<file path="src/source/lsu_config.svh">
// lsu subsystem configuration

`ifndef LSU_CONFIG_SVH
`define LSU_CONFIG_SVH

// ##################################################
// channel widths
// ##################################################

// byte address
`define LSU_ADDR_WIDTH 32

// one beat, mask carries one bit per byte
`define LSU_DATA_WIDTH 32

// four ids can be in flight
`define LSU_SOURCE_WIDTH 2

// ##################################################
// buffering and memory
// ##################################################

// a-channel queue depth, 0 selects bypass
`define LSU_NUM_BUF 4

// ram size in words, byte addresses from 1024 up are out of range
`define LSU_RAM_WORDS 256

`endif

</file>
<file path="src/source/lsu_pkg.sv">
// lsu channel types

`include "lsu_config.svh"
`default_nettype none

package lsu_pkg;

    // ##################################################
    // opcodes
    // ##################################################

    // tilelink a-channel encodings
    typedef enum logic [2:0] {
        PUT_FULL    = 3'd0,
        PUT_PARTIAL = 3'd1,
        ARITH       = 3'd2,
        LOGICAL     = 3'd3,
        GET         = 3'd4,
        INTENT      = 3'd5
    } tl_a_op_e;

    typedef enum logic [2:0] {
        ACCESS_ACK      = 3'd0,
        ACCESS_ACK_DATA = 3'd1
    } tl_d_op_e;

    // ##################################################
    // channel payloads
    // ##################################################

    // size is log2 of bytes, single beat so at most 2
    typedef struct packed {
        tl_a_op_e                         opcode;
        logic [1:0]                       size;
        logic [`LSU_SOURCE_WIDTH-1:0]     source;
        logic [`LSU_ADDR_WIDTH-1:0]       address;
        logic [`LSU_DATA_WIDTH-1:0]       data;
        logic [`LSU_DATA_WIDTH/8-1:0]     mask;
        logic                             corrupt;
    } tl_a_chan_t;

    typedef struct packed {
        tl_d_op_e                         opcode;
        logic [1:0]                       size;
        logic [`LSU_SOURCE_WIDTH-1:0]     source;
        logic [`LSU_DATA_WIDTH-1:0]       data;
        logic                             denied;
        logic                             corrupt;
    } tl_d_chan_t;

endpackage

`default_nettype wire

</file>
<file path="src/source/lsu_fifo.sv">
// valid/ready fifo

`timescale 1ns/1ps
`default_nettype none

module lsu_fifo #(
    parameter int  DEPTH = 2,
    parameter type T     = logic
) (
    input  wire  core_clk,
    input  wire  rst_n,
    input  wire  in_valid,
    output logic in_ready,
    input  wire  T in_data,
    output logic out_valid,
    input  wire  out_ready,
    output T     out_data
);

    localparam int PTR_W = (DEPTH > 1) ? $clog2(DEPTH) : 1;
    localparam logic [PTR_W:0]   FULL_CNT = (PTR_W+1)'(DEPTH);
    localparam logic [PTR_W-1:0] LAST_PTR = PTR_W'(DEPTH - 1);

    T                 mem [DEPTH];
    logic [PTR_W-1:0] wr_ptr;
    logic [PTR_W-1:0] rd_ptr;
    logic [PTR_W:0]   count;
    logic             push;
    logic             pop;

    assign in_ready  = (count != FULL_CNT);
    assign out_valid = (count != '0);
    assign out_data  = mem[rd_ptr];

    assign push = in_valid && in_ready;
    assign pop  = out_valid && out_ready;

    always_ff @(posedge core_clk) begin
        if (push) begin
            mem[wr_ptr] <= in_data;
        end
    end

    // pointers wrap at DEPTH, which need not be a power of two
    always_ff @(posedge core_clk or negedge rst_n) begin
        if (!rst_n) begin
            wr_ptr <= '0;
            rd_ptr <= '0;
            count  <= '0;
        end else begin
            if (push) begin
                wr_ptr <= (wr_ptr == LAST_PTR) ? '0 : wr_ptr + 1'b1;
            end
            if (pop) begin
                rd_ptr <= (rd_ptr == LAST_PTR) ? '0 : rd_ptr + 1'b1;
            end
            case ({push, pop})
                2'b10:   count <= count + 1'b1;
                2'b01:   count <= count - 1'b1;
                default: count <= count;
            endcase
        end
    end

    // write pointer runs count entries ahead of the read pointer,
    // so a write never lands on an entry still waiting to be read
    a_no_write_full: assert property (
        @(posedge core_clk) disable iff (!rst_n)
        (count <= FULL_CNT) && (((int'(rd_ptr) + int'(count)) % DEPTH) == int'(wr_ptr))
    );

endmodule

`default_nettype wire

</file>
<file path="src/source/lsu_resp_buf.sv">
// response buffer

`timescale 1ns/1ps
`default_nettype none

module lsu_resp_buf
    import lsu_pkg::*;
(
    input  wire             core_clk,
    input  wire             rst_n,
    input  wire             in_valid,
    output logic            in_ready,
    input  wire tl_d_chan_t in,
    output logic            out_valid,
    input  wire             out_ready,
    output tl_d_chan_t      out
);

    // two entries keep the ram streaming while the consumer stalls briefly
    lsu_fifo #(
        .DEPTH (2),
        .T     (tl_d_chan_t)
    ) d_fifo_i (
        .core_clk  (core_clk),
        .rst_n     (rst_n),
        .in_valid  (in_valid),
        .in_ready  (in_ready),
        .in_data   (in),
        .out_valid (out_valid),
        .out_ready (out_ready),
        .out_data  (out)
    );

    // data-carrying denial from the slave must flag its data as unusable
    a_denied_corrupt: assert property (
        @(posedge core_clk) disable iff (!rst_n)
        in_valid && in.denied && (in.opcode == ACCESS_ACK_DATA) |-> in.corrupt
    );

endmodule

`default_nettype wire

</file>
<file path="config.mk">
export PLATFORM = sky130hd
export DESIGN_NAME = lsu_resp_buf
export DESIGN_NICKNAME = d
export VERILOG_FILES = /design/src/source/lsu_pkg.sv /design/src/source/lsu_fifo.sv /design/src/source/lsu_resp_buf.sv
export VERILOG_INCLUDE_DIRS = /design/src /design/src/source
export SDC_FILE = /design/constraint.sdc
export NUM_CORES = 1
export LEC_CHECK = 0
export ABC_AREA = 0
export BUFFER_PORTS_ARGS = -buffer_cell sky130_fd_sc_hd__buf_2
export CAP_MARGIN = 30
export CORE_ASPECT_RATIO = 1.75
export CORE_MARGIN = 2
export CORE_UTILIZATION = 51
export DETAILED_ROUTE_END_ITERATION = 6
export GPL_TIMING_DRIVEN = 0
export PLACE_DENSITY_LB_ADDON = 0.2
export SLEW_MARGIN = 20
export SYNTH_ARGS = -nofsm -noshare
export SYNTH_HDL_FRONTEND = slang
export SYNTH_SLANG_ARGS = --single-unit
</file>
<file path="constraint.sdc">
create_clock -name core_clk -period 3.65 [get_ports core_clk]
set_clock_uncertainty 0.2 [all_clocks]
set_input_delay 0.1825 -clock core_clk [delete_from_list [all_inputs] [get_ports core_clk]]
set_output_delay 0.1825 -clock core_clk [all_outputs]
set_load 0.02 [all_outputs]
</file>
---- Yosys cells after proc, flatten, opt, wreduce, memory -nomap -nowiden ----
Memories as Yosys holds them, arrays and structs flattened.
Index checks and enable logic that the tools add are counted.
storage, ports and cells
  memory bits (writable) .................. 82
  register bits ........................... 4
  memories kept ........................... 1
  logic and storage cells ................. 20
  output and inout bits ................... 43
operators by class
  multiplexer cells ....................... 5
  $add $sub $neg .......................... 4
  reductions and logical operators ........ 4
  eq/ne operators ......................... 3
memory list
  name          words  bits a word  rd ports  clocked after memory_dff  write ports  line            text
  d_fifo_i.mem  2      41           1         0                         1            lsu_fifo.sv:24  T mem [DEPTH];
operator list
  operator                                             count
  two-way mux 1 bit                                    4
  one-hot mux 2 bit (2 select lines)                   1
  nonzero test 2 bit                                   2
  adder 1 bit, second input constant                   2
  adder 2 x 1 -> 2 bit, second input constant          1
  equality test 2 x 1 -> 1 bit, second input constant  1
  equality test 2 bit, second input constant           1
  logical AND 1 bit                                    2
  != test 2 bit, second input constant                 1
  subtractor 2 x 1 -> 2 bit, second input constant     1

---- Depth between registers and ports, before layout ----
  word-level depth ........................ 4
  depth in mapped cells ................... 6

---- Worst setup path after synthesis ----
Ideal clock, no wire load.
  kind .................................... register to register
  start point ............................. reg d_fifo_i.count[0]
  end point ............................... mem d_fifo_i.mem[0][0] in the netlist's numbering (enable)
  path buffers ............................ 0
  setup time .............................. 439 ps
  slack ................................... 479 ps
  required time ........................... 3011 ps
  arrival ................................. 2532 ps
  cell stages (with the launch flop) ...... 4
  path through ............................ dfrtp_1 -> nand2b_1 -> nand2_1 -> nor2_1
on the way
  longest elaborated chain between the ends .. 4
ends and longest elaborated chain
  element                                  line                text
  from (decl)                              lsu_fifo.sv:27      logic [PTR_W:0] count;
  from (signal assigned)                   lsu_fifo.sv:58      2'b10: count <= count + 1'b1;
  from (signal assigned)                   lsu_fifo.sv:59      2'b01: count <= count - 1'b1;
  from (signal assigned)                   lsu_fifo.sv:60      default: count <= count;
  != test 2 bit                            lsu_fifo.sv:31      assign in_ready = (count != FULL_CNT);
  named net in_ready                       lsu_resp_buf.sv:12  output logic in_ready,
  logical AND 1 bit                        lsu_fifo.sv:35      assign push = in_valid && in_ready;
  two-way mux 1 bit                        lsu_fifo.sv:39      if (push) begin
  two-way mux 1 bit (implied by the code)  lsu_fifo.sv:40      mem[wr_ptr] <= in_data;
  to (decl)                                lsu_fifo.sv:24
The timed path passes the listed nets, and every way through them passes these cells.

---- Final worst setup path ----
  start point ............................. reg d_fifo_i.count[0]
  end point ............................... mem d_fifo_i.mem[0][27] in the netlist's numbering (enable)
on the way
  longest elaborated chain between the ends .. 4
ends and longest elaborated chain
  element                                  line
  != test 2 bit                            lsu_fifo.sv:31
  logical AND 1 bit                        lsu_fifo.sv:35
  two-way mux 1 bit                        lsu_fifo.sv:39
  two-way mux 1 bit (implied by the code)  lsu_fifo.sv:40
No other way between the ends.

==> run metrics <==
filler instances 404; maximum fanout along the worst path 14; Post-DRT Antenna Nets 0; fin util 72.1%; clock latency on the worst-skew pair 0.34 ns; Yosys warning count 0; highest metal layer used by the detailed router met4; time the worst path needs with I/O delays and setup 1.90 ns; Clock Path Buffers 2; total routed wire length on the met1 layer 2.00 mm; minimum hold slack 0.333 ns; fmax 0.526 GHz; number of port buffers 87; Die Area 6900 sq um; most area-hungry cell type in the Yosys netlist edfxtp_1; Data arrival, critical path 1.75 ns; count of boundary I/O pins 88; leakage component of the power 1.70 nW; met2 wire len 2.94 mm; HPWL reported at the end of detailed placement 3.38 mm; summed instance area of the synthesized netlist 3180 sq um; total inserted antenna cells 0; Data required, critical path 3.50 ns; sum of routed wire length over all layers 5.37 mm; fin crit share 52.1%; worst path setup slack after routing 1.75 ns; slew at the pin closest to its max-slew limit 0.515 ns; Post-Place Setup Slack 1.72 ns; area of all sequential standard cells 2560 sq um; clock tree from TritonCTS built; deepest level of the CTS H-tree 3; die height 108 microns; Area Growth Syn to Fin 39.3%; power after layout 3.25 mW; area of the multi-input gates 566 sq um; Synth cell types 14; Final Net Count 337; clock-pin slew on the worst setup and hold paths 0.07 ns; total cell area at the placement stage 3780 sq um; RSZ-0062 raised after global routing false; cell types with the largest area share after synthesis edfxtp_1, mux2_2, dfrtp_1; path depth of the worst reg2reg path 4; worst-case vdd ir drop 0.527 mV; final hold vios 0; critical path, cell by cell nand2b_1, nand2_1, nor2_4, buf_8; cell count after synthesis 145; routability cong. 0.633; global-route wire length before repair 8.29 mm; via count 1781; pwr dens 735 nW/um^2; status finished, final reports clean; met3 WL post-DR 228 microns; Overall Global Routing Usage 16.7%; Max stage delay cell, worst path nor2_4; number of CTS-inserted buffers 9; proportion of netlist area held by the largest area contributor 77.5%; synthesized area per cell 21.9 sq um; number of core rows 38; total grt overflow 0; Design Area, Final 4420 sq um; Die Wd 63.7 microns; number of vias per cell 4.74; total iterations of the first detailed-routing run 6; kind of launch point of the worst setup path flip-flop; fraction of layout instances using a drive strength above 1 50.3%; detailed-route wire length per cell 14.3 microns; final max-slew violation count 0; clk sink count 86; number of maximum-capacitance violations 0; worst hold path stage count 1; post-detailed-route DRC marker count 0; worst-case headroom to the max-slew limit 65.6%; pin count of the biggest net entering global routing 27; Post-Syn Nets 191; core area 6130 sq um; slowest stage delay, CP 0.44 ns; count of final setup violators 0; Resize count post-CTS 0; root buffer cell clkbuf_8; part of the Yosys area used for sequential elements 80.7%; category of the worst setup path capture point flip-flop; register bit count reported by yosys 86; via count of the first global-routing pass 1882; critical setup path kind flip-flop to flip-flop; HP Class flip-flop to flip-flop; antenna violations before repair 0; Initial DRC Count 45; Initial Utilization 51.8%
logic make-up (layout without fill, tap and decap cells):
family,after synthesis,after routing,synth area share [%]
fa+ha+maj,1,1,0.394
flops,86,86,80.7
simple gates,7,7,1.22
mux,41,41,14.5
buf+inv,5,156,1.77
xor+xnor,5,5,1.38
state kept, by name, summed over array words and instances (netlist names):
signal           flops
d_fifo_i.mem        82
d_fifo_i.rd_ptr      1
d_fifo_i.count       2
d_fifo_i.wr_ptr      1
Yosys cell counts:
cell,instances
mux2_1,3
buf_6,5
nand2_1,1
dfrtp_1,4
ha_1,1
xnor2_1,3
and3_1,1
nor2_1,2
and2_4,1
nand2b_1,1
mux2_2,38
edfxtp_1,82
or2_1,1
xor2_1,2
layer usage:
layer  vias up  track usage (%)
met3        15             3.12
met1       846             17.4
met2        63             28.7
li1        857                -
met5         -                0
met4         0             14.3
critical path, delay by kind of cell, from the launching register on:
kind	cells	cell delay, ns
buffers and inverters	1	0.23
flip-flops	1	0.42
AND/OR/NAND/NOR	3	0.76
metrics by stage:
step,std cells,TNS [ns]
finish,376,0
global route,376,0
CTS,376,0
detailed placement,315,0
global placement,312,-14.53
floorplan,145,0
path summary, 6_finish.rpt:
check | start | endpoint | slack (ns)
worst min-delay path | d_fifo_i.count[1] | d_fifo_i.count[1] | 0.33
max in group asynchronous | rst_n | d_fifo_i.count[0] | 2.52
worst max-delay path | d_fifo_i.count[0] | d_fifo_i.mem[0][27] | 1.75
worst max register to register | d_fifo_i.count[0] | d_fifo_i.mem[0][27] | 1.75
worst min register to register | d_fifo_i.count[1] | d_fifo_i.count[1] | 0.33
min in group asynchronous | rst_n | d_fifo_i.wr_ptr | 0.55
report_power, final:
part	switching [mW]	internal (mW)	leakage [nW]
clock network	0.286	0.323	0.0970
logic	0.691	0.542	0.792
registers	0.0605	1.35	0.808
final cells by class:
cell class / instances / area share, %
flip-flops and latches: 86 / 57.9
multi-input cells: 54 / 12.8
plain buffers: 5 / 1.27
repair buffers: 135 / 21.4
clock buffers: 16 / 4.30
well taps: 80 / 2.26
timing repair:
| item | CTS | global route |
|---|---|---|
| setup buffers | 0 | 0 |
| hold buffers | 45 | 0 |
| endpoints found under the setup margin | 0 | 0 |
| endpoints found under the hold margin | 88 | 0 |
placed cells by master (no fill, tap or decap), types with 2 or more instances in the layout:
cell,netlist,final
buf_2,0,87
buf_6,5,5
clkbuf_1,0,3
clkbuf_8,0,13
dfrtp_1,4,4
dlygate4sd3_1,0,45
edfxtp_1,82,82
mux2_1,3,3
mux2_2,38,38
xnor2_1,3,3
xor2_1,2,2
Note: power is estimated with default switching activity, not from simulation.
