### config.mk
export PLATFORM = sky130hd
export DESIGN_NAME = lsu_buf
export DESIGN_NICKNAME = d
export VERILOG_FILES = /design/src/source/lsu_pkg.sv /design/src/source/lsu_buf.sv /design/src/source/lsu_fifo.sv
export VERILOG_INCLUDE_DIRS = /design/src /design/src/source
export SDC_FILE = /design/constraint.sdc
export NUM_CORES = 1
export LEC_CHECK = 0
export ABC_AREA = 0
export BUFFER_PORTS_ARGS = -buffer_cell sky130_fd_sc_hd__buf_2
export CORE_ASPECT_RATIO = 0.9
export CORE_MARGIN = 5
export CORE_UTILIZATION = 57
export CTS_CLUSTER_SIZE = 40
export DETAILED_ROUTE_END_ITERATION = 8
export PLACE_DENSITY_LB_ADDON = 0.12
export SYNTH_ARGS = -nofsm -noshare
export SYNTH_HDL_FRONTEND = slang
export SYNTH_SLANG_ARGS = --single-unit
export TNS_END_PERCENT = 20
### constraint.sdc
create_clock -name core_clk -period 3.9 [get_ports core_clk]
set_clock_uncertainty 0.2 [all_clocks]
set_input_delay 0.39 -clock core_clk [delete_from_list [all_inputs] [get_ports core_clk]]
set_output_delay 0.39 -clock core_clk [all_outputs]
set_load 0.05 [all_outputs]
### src/source/lsu_config.svh
// lsu subsystem configuration

`ifndef LSU_CONFIG_SVH
`define LSU_CONFIG_SVH

// ##################################################
// channel widths
// ##################################################

// byte address
`define LSU_ADDR_WIDTH 32

// one beat, mask carries one bit per byte
`define LSU_DATA_WIDTH 32

// four ids can be in flight
`define LSU_SOURCE_WIDTH 2

// ##################################################
// buffering and memory
// ##################################################

// a-channel queue depth, 0 selects bypass
`define LSU_NUM_BUF 4

// ram size in words, byte addresses from 1024 up are out of range
`define LSU_RAM_WORDS 256

`endif

### src/source/lsu_pkg.sv
// lsu channel types

`include "lsu_config.svh"
`default_nettype none

package lsu_pkg;

    // ##################################################
    // opcodes
    // ##################################################

    // tilelink a-channel encodings
    typedef enum logic [2:0] {
        PUT_FULL    = 3'd0,
        PUT_PARTIAL = 3'd1,
        ARITH       = 3'd2,
        LOGICAL     = 3'd3,
        GET         = 3'd4,
        INTENT      = 3'd5
    } tl_a_op_e;

    typedef enum logic [2:0] {
        ACCESS_ACK      = 3'd0,
        ACCESS_ACK_DATA = 3'd1
    } tl_d_op_e;

    // ##################################################
    // channel payloads
    // ##################################################

    // size is log2 of bytes, single beat so at most 2
    typedef struct packed {
        tl_a_op_e                         opcode;
        logic [1:0]                       size;
        logic [`LSU_SOURCE_WIDTH-1:0]     source;
        logic [`LSU_ADDR_WIDTH-1:0]       address;
        logic [`LSU_DATA_WIDTH-1:0]       data;
        logic [`LSU_DATA_WIDTH/8-1:0]     mask;
        logic                             corrupt;
    } tl_a_chan_t;

    typedef struct packed {
        tl_d_op_e                         opcode;
        logic [1:0]                       size;
        logic [`LSU_SOURCE_WIDTH-1:0]     source;
        logic [`LSU_DATA_WIDTH-1:0]       data;
        logic                             denied;
        logic                             corrupt;
    } tl_d_chan_t;

endpackage

`default_nettype wire

### src/source/lsu_buf.sv
// load/store request buffer

`timescale 1ns/1ps
`include "lsu_config.svh"
`default_nettype none

module lsu_buf
    import lsu_pkg::*;
#(
    parameter int NUM_BUF = `LSU_NUM_BUF
) (
    input  wire                          core_clk,
    input  wire                          rst_n,
    input  wire                          lspipe_a_valid,
    output logic                         lspipe_a_ready,
    input  wire tl_a_chan_t              lspipe_a,
    output logic                         lsbuf_a_valid,
    input  wire                          lsbuf_a_ready,
    output tl_a_chan_t                   lsbuf_a,
    input  wire                          release_valid,
    input  wire [`LSU_SOURCE_WIDTH-1:0]  release_source
);

    localparam int NUM_SRC = 1 << `LSU_SOURCE_WIDTH;

    logic [NUM_SRC-1:0] busy;
    logic               src_busy;
    logic               q_valid;
    logic               q_ready;
    logic               accept;

    // a request waits upstream until its id has been answered
    assign src_busy       = busy[lspipe_a.source];
    assign q_valid        = lspipe_a_valid && !src_busy;
    assign lspipe_a_ready = q_ready && !src_busy;
    assign accept         = lspipe_a_valid && lspipe_a_ready;

    generate
        if (NUM_BUF == 0) begin : gen_lsu_bypass
            assign lsbuf_a_valid = q_valid;
            assign lsbuf_a       = lspipe_a;
            assign q_ready       = lsbuf_a_ready;
        end else begin : gen_lsu_buf
            lsu_fifo #(
                .DEPTH (NUM_BUF),
                .T     (tl_a_chan_t)
            ) a_fifo_i (
                .core_clk  (core_clk),
                .rst_n     (rst_n),
                .in_valid  (q_valid),
                .in_ready  (q_ready),
                .in_data   (lspipe_a),
                .out_valid (lsbuf_a_valid),
                .out_ready (lsbuf_a_ready),
                .out_data  (lsbuf_a)
            );
        end
    endgenerate

    // ##################################################
    // outstanding source ids
    // ##################################################

    always_ff @(posedge core_clk or negedge rst_n) begin
        if (!rst_n) begin
            busy <= '0;
        end else begin
            if (release_valid) begin
                busy[release_source] <= 1'b0;
            end
            if (accept) begin
                busy[lspipe_a.source] <= 1'b1;
            end
        end
    end

    // every response seen at the top level belongs to an accepted request
    a_release_busy: assert property (
        @(posedge core_clk) disable iff (!rst_n)
        release_valid |-> busy[release_source]
    );

endmodule

`default_nettype wire

### src/source/lsu_fifo.sv
// valid/ready fifo

`timescale 1ns/1ps
`default_nettype none

module lsu_fifo #(
    parameter int  DEPTH = 2,
    parameter type T     = logic
) (
    input  wire  core_clk,
    input  wire  rst_n,
    input  wire  in_valid,
    output logic in_ready,
    input  wire  T in_data,
    output logic out_valid,
    input  wire  out_ready,
    output T     out_data
);

    localparam int PTR_W = (DEPTH > 1) ? $clog2(DEPTH) : 1;
    localparam logic [PTR_W:0]   FULL_CNT = (PTR_W+1)'(DEPTH);
    localparam logic [PTR_W-1:0] LAST_PTR = PTR_W'(DEPTH - 1);

    T                 mem [DEPTH];
    logic [PTR_W-1:0] wr_ptr;
    logic [PTR_W-1:0] rd_ptr;
    logic [PTR_W:0]   count;
    logic             push;
    logic             pop;

    assign in_ready  = (count != FULL_CNT);
    assign out_valid = (count != '0);
    assign out_data  = mem[rd_ptr];

    assign push = in_valid && in_ready;
    assign pop  = out_valid && out_ready;

    always_ff @(posedge core_clk) begin
        if (push) begin
            mem[wr_ptr] <= in_data;
        end
    end

    // pointers wrap at DEPTH, which need not be a power of two
    always_ff @(posedge core_clk or negedge rst_n) begin
        if (!rst_n) begin
            wr_ptr <= '0;
            rd_ptr <= '0;
            count  <= '0;
        end else begin
            if (push) begin
                wr_ptr <= (wr_ptr == LAST_PTR) ? '0 : wr_ptr + 1'b1;
            end
            if (pop) begin
                rd_ptr <= (rd_ptr == LAST_PTR) ? '0 : rd_ptr + 1'b1;
            end
            case ({push, pop})
                2'b10:   count <= count + 1'b1;
                2'b01:   count <= count - 1'b1;
                default: count <= count;
            endcase
        end
    end

    // write pointer runs count entries ahead of the read pointer,
    // so a write never lands on an entry still waiting to be read
    a_no_write_full: assert property (
        @(posedge core_clk) disable iff (!rst_n)
        (count <= FULL_CNT) && (((int'(rd_ptr) + int'(count)) % DEPTH) == int'(wr_ptr))
    );

endmodule

`default_nettype wire

Word-level counts from Yosys, hierarchy flattened
Memories as Yosys holds them, arrays and structs flattened.
Index checks and enable logic that the tools add are counted.

word-level totals
  register bits = 11
  latch bits = 0
  bits in writable memories = 304
  bits in read-only memories = 0
  bits of input ports = 83
  memories = 1

memory list
  name                      depth  bits a word  rd ports  clocked after Yosys merged registers in  wr ports  line            RTL
  gen_lsu_buf.a_fifo_i.mem  4      76           1         0                                        1         lsu_fifo.sv:24  T mem [DEPTH];

cells by class
  add/sub/neg operators = 4
  $mul = 0
  div/mod/pow operators = 0
  $lt $le $gt $ge = 4
  equality and inequality tests = 5
  shifts and indexed selects = 0
  muxes and demuxes = 13
  bitwise operators = 3
  reductions and logical operators = 10

operators by type and width
  operator                                                                number
  4-bit two-way mux                                                       2
  1-bit logical AND                                                       7
  2-bit == test (second input constant)                                   3
  2-bit by 3-bit < comparator with 1-bit output (second input constant)   2
  3-bit one-hot mux with 2 select lines                                   1
  1-bit two-way mux                                                       5
  2-bit by 1-bit adder with 2-bit output (second input constant)          2
  4-bit AND                                                               1
  1-bit demux with 2-bit select                                           2
  2-bit by 1-bit >= comparator with 1-bit output (second input constant)  2
  2-bit two-way mux                                                       2
  4-bit inverter                                                          1
  4-bit bitwise OR                                                        1
  3-bit by 1-bit adder with 3-bit output (second input constant)          1
  3-bit inequality test (second input constant)                           1
  3-bit nonzero test                                                      1
  3-bit by 1-bit subtractor with 3-bit output (second input constant)     1
  1-bit binary-select mux with 2-bit select                               1
  2-bit by 1-bit == test with 1-bit output (second input constant)        1
  2-bit nonzero test                                                      1
  1-bit logical NOT                                                       1

Longest topological paths before layout
  depth after elaboration = 9
  depth in mapped cells = 10
  mapped depth without buffers = 10

By module
From an unflattened synthesis, not the netlist that was laid out.

unflattened totals
  cells, all modules = 456
  area, all modules = 11659.9 sq um

by module, submodules not included
  module    instances  cells each  area an instance (sq um)  sequential area each (sq um)
  lsu_fifo  1          438         11423.5                   9303.9
  lsu_buf   1          18          236.5                     100.1

Worst setup path before layout
No wires, ideal clock.

  path kind = reg-to-reg
  start = reg gen_lsu_buf.a_fifo_i.count[0]
  end = mem gen_lsu_buf.a_fifo_i.mem[0][0] (netlist name) (enable)
  setup time = 0.443 ns
  data arrival time = 2.838 ns
  path slack = 0.419 ns
  stages on the path, launching flop included = 5
  path buffers = 0
  period minus slack after synthesis = 3.481 ns
  cells stage by stage = dfrtp_1 > nor2_1 > a221o_1 > nor2_4 > and2_1

on the way
  longest elaborated chain between the ends = 4

RTL lines
  what                                     line            RTL
  start: declaration                       lsu_fifo.sv:27  logic [PTR_W:0] count;
  start signal: assignment                 lsu_fifo.sv:58  2'b10: count <= count + 1'b1;
  start signal: assignment                 lsu_fifo.sv:59  2'b01: count <= count - 1'b1;
  start signal: assignment                 lsu_fifo.sv:60  default: count <= count;
  3-bit inequality test                    lsu_fifo.sv:31  assign in_ready = (count != FULL_CNT);
  1-bit logical AND                        lsu_fifo.sv:35  assign push = in_valid && in_ready;
  1-bit two-way mux                        lsu_fifo.sv:39  if (push) begin
  1-bit two-way mux (implied by the code)  lsu_fifo.sv:40  mem[wr_ptr] <= in_data;
  end: declaration                         lsu_fifo.sv:24

No other way between the ends.

==> flow_metrics.tcl <==
set metrics [dict create \
    fin_area_um2 14500 \
    timing.hold.ws_ns 0.0412 \
    cts_tree "built" \
    ir_drop_mv 0.588 \
    post-route-period-util_pct 80.2 \
    track_usage_pct 18.3 \
    p_total_uw 11500 \
    worstSetupPathDepth 3 \
    rsz0062_at_grt "false" \
    num_rows 49 \
    drive_above_1_share_pct 39.2 \
    async_flop_share_pct 3.49 \
    cts_buffer_depth 3 \
    synth_top_area_share_pct 78.5 \
    crit_arrival_ns 2.54 \
    fin_util_pct 72.3 \
    setup_viol 0 \
    cts_hold_buf 83 \
    yosysTopAreaCell "edfxtp_1" \
    hold_path_class "input pin to async pin" \
    synthCells 462 \
    worstSkewPairLatency_ns 0.54 \
    io_buffers 160 \
    cp_slowest_stage_delay_ns 0.77 \
    max_cap_viol_count 0 \
    grt.overflow.total 0 \
    cts_made_buffers 31 \
    yosysWarnings 0 \
    vias 5582 \
    die_w_um 161 \
    cts_root_buf "clkbuf_16" \
    critical-path-top-delay-family "flip-flops" \
    worst_pin_slew_ns 0.695 \
    synth_cell_type_count 34 \
    multi_input_area_um2 2100 \
    wl_um 21200 \
    p_leak_uw 0.00505 \
    required_ns 3.31 \
    drt_iter0_markers 350 \
    syn_to_final_growth_pct 24.8 \
    syn_nets 552 \
    tns_ns 0 \
    maxClockFrequency_mhz 320 \
    ios 161 \
    crit_fanout 37 \
    post-route-drc-count 0 \
    synth_most_common_cell "edfxtp_1" \
    placed_area_um2 12800 \
    crit_buf_inv 2 \
    power_frac_comb_pct 37.2 \
    crit_type "flop to output port" \
    ys_top_cells_by_area "edfxtp_1 (79%), mux4_2 (15%), dfrtp_1 (2.4%)" \
    end_kind "output port" \
    start_kind "flop" \
    cts.sinks 315 \
    seq_power_share_pct 40.1 \
    die_h_um 145 \
    gp_congestion 0.733 \
    fin_nets 818 \
    synth_seq_cells 315 \
    coreArea_um2 20000 \
    worstRegToRegCells 5 \
    fin_crit_ns 3.13 \
    initial_core_util_pct 58.0 \
    fillerInstances 1180 \
    grt_max_degree 44 \
    drv_slew 0 \
    grt_pass1_vias 6035 \
    h-tree-depth 1 \
    outcome "finished clean" \
    clk_pin_slew_ns 0.06 \
    synth-seq-area-share_pct 80.9 \
    syn-cell-area_um2 11600 \
    grt_pass1_wl_um 33500 \
    slew_headroom_pct 53.7 \
    first_pass_iters 4 \
    p_switching_uw 4340 \
    avgSynthCellArea_um2 25.2 \
    antenna_found_initial 1 \
    switching_share_pct 37.9 \
    seqCellArea_um2 9410 \
    place_hpwl_um 12800 \
    cts_resized 0 \
    clock_power_share_pct 22.6 \
    via_per_inst 5.55 \
    final-hold-violation-count 0 \
    cp_slowest_cell "dfrtp_4" \
    ant_nets 0 \
    wl_per_cell_um 21.0 \
    power_density_nw_per_um2 791 \
    synth_common_cells "edfxtp_1 (304), mux4_2 (76), dfrtp_1 (11)" \
    synth-edff-count 304 \
    die-area_um2 23400 \
    ys.flop_type "edfxtp_1" \
    cp_cell_sequence "buf_12 > mux4_2 > buf_2" \
    intPower_uw 7130 \
    cts_setup_buffers 0 \
]
## stage by stage
step                      setup slack (ns)  std cells
after floorplan                      0.419        462
after global placement                1.16        867
after detailed placement              1.08        867
after CTS                            0.674       1005
after global routing                 0.567       1006
final                                0.772       1006
## metal layers
metal | wire length [µm] | part of all wire [%] | GRT usage [%] | vias up
met2 | 10800 | 51 | 30.4 | 178
li1 | - | - | - | 2504
met1 | 8530 | 40 | 25.3 | 2865
met4 | 417 | 2.0 | 4.47 | 0
met5 | 0 | 0 | 0 | -
met3 | 1370 | 6.5 | 3.88 | 35
## power by group through the flow
| stage | clock [µW] | combinational, µW | sequential, µW |
|---|---|---|---|
| floorplan | 0 | 3460 | 4490 |
| global placement | 0 | 4230 | 4650 |
| detailed placement | 0 | 4270 | 4690 |
| CTS | 2660 | 4340 | 4620 |
| global route | 2820 | 4510 | 4670 |
| finish | 2600 | 4270 | 4600 |
## cell usage in the layout, fill, tap and decap left out, drive strengths merged, types with 4 or more instances in the layout
master and instances:
clkinv 12, nor2 6, inv 11, ha 6, buf 168, edfxtp 304, dfrtp 11, clkbuf 40
mux4 76, dlygate4sd3 83, and2 4
## final cells by class
class,count,area share (%)
Sequential cell,315,64.9
Multi-Input combinational cell,120,14.5
Timing Repair Buffer,251,12.1
Clock buffer,40,5.58
Tap cell,255,2.20
Clock inverter,15,0.518
Inverter,9,0.233
Antenna cell,1,0.0173
## sequential cells by signal, indices dropped and copies added, names as in the netlist
name / flops
gen_lsu_buf.a_fifo_i.mem: 304
gen_lsu_buf.a_fifo_i.rd_ptr: 2
gen_lsu_buf.a_fifo_i.count: 3
busy: 4
gen_lsu_buf.a_fifo_i.wr_ptr: 2
## cells by family after synthesis
kind of cell    count (synthesis)  synth area share, %
flops                         315                 80.9
mux                            81                 15.3
buf+inv                        27                 1.14
simple gates                   19                0.936
compound gates                 10                0.732
fa+ha+maj                       7                0.818
xor+xnor                        3                0.226
## worst paths after layout
path / end / startpoint / slack [ns]
min in group core_clk: gen_lsu_buf.a_fifo_i.rd_ptr[0] / lsbuf_a_ready / 0.04
worst min register to register: busy[2] / busy[2] / 0.27
worst min-delay path: busy[0] / rst_n / 0.04
worst max-delay path: lsbuf_a[49] / gen_lsu_buf.a_fifo_i.rd_ptr[0] / 0.77
worst max register to register: gen_lsu_buf.a_fifo_i.mem[0][65] / gen_lsu_buf.a_fifo_i.count[0] / 1.27
max in group asynchronous: gen_lsu_buf.a_fifo_i.rd_ptr[0] / rst_n / 3.22
No activity file was read; power rests on OpenSTA's default activity.
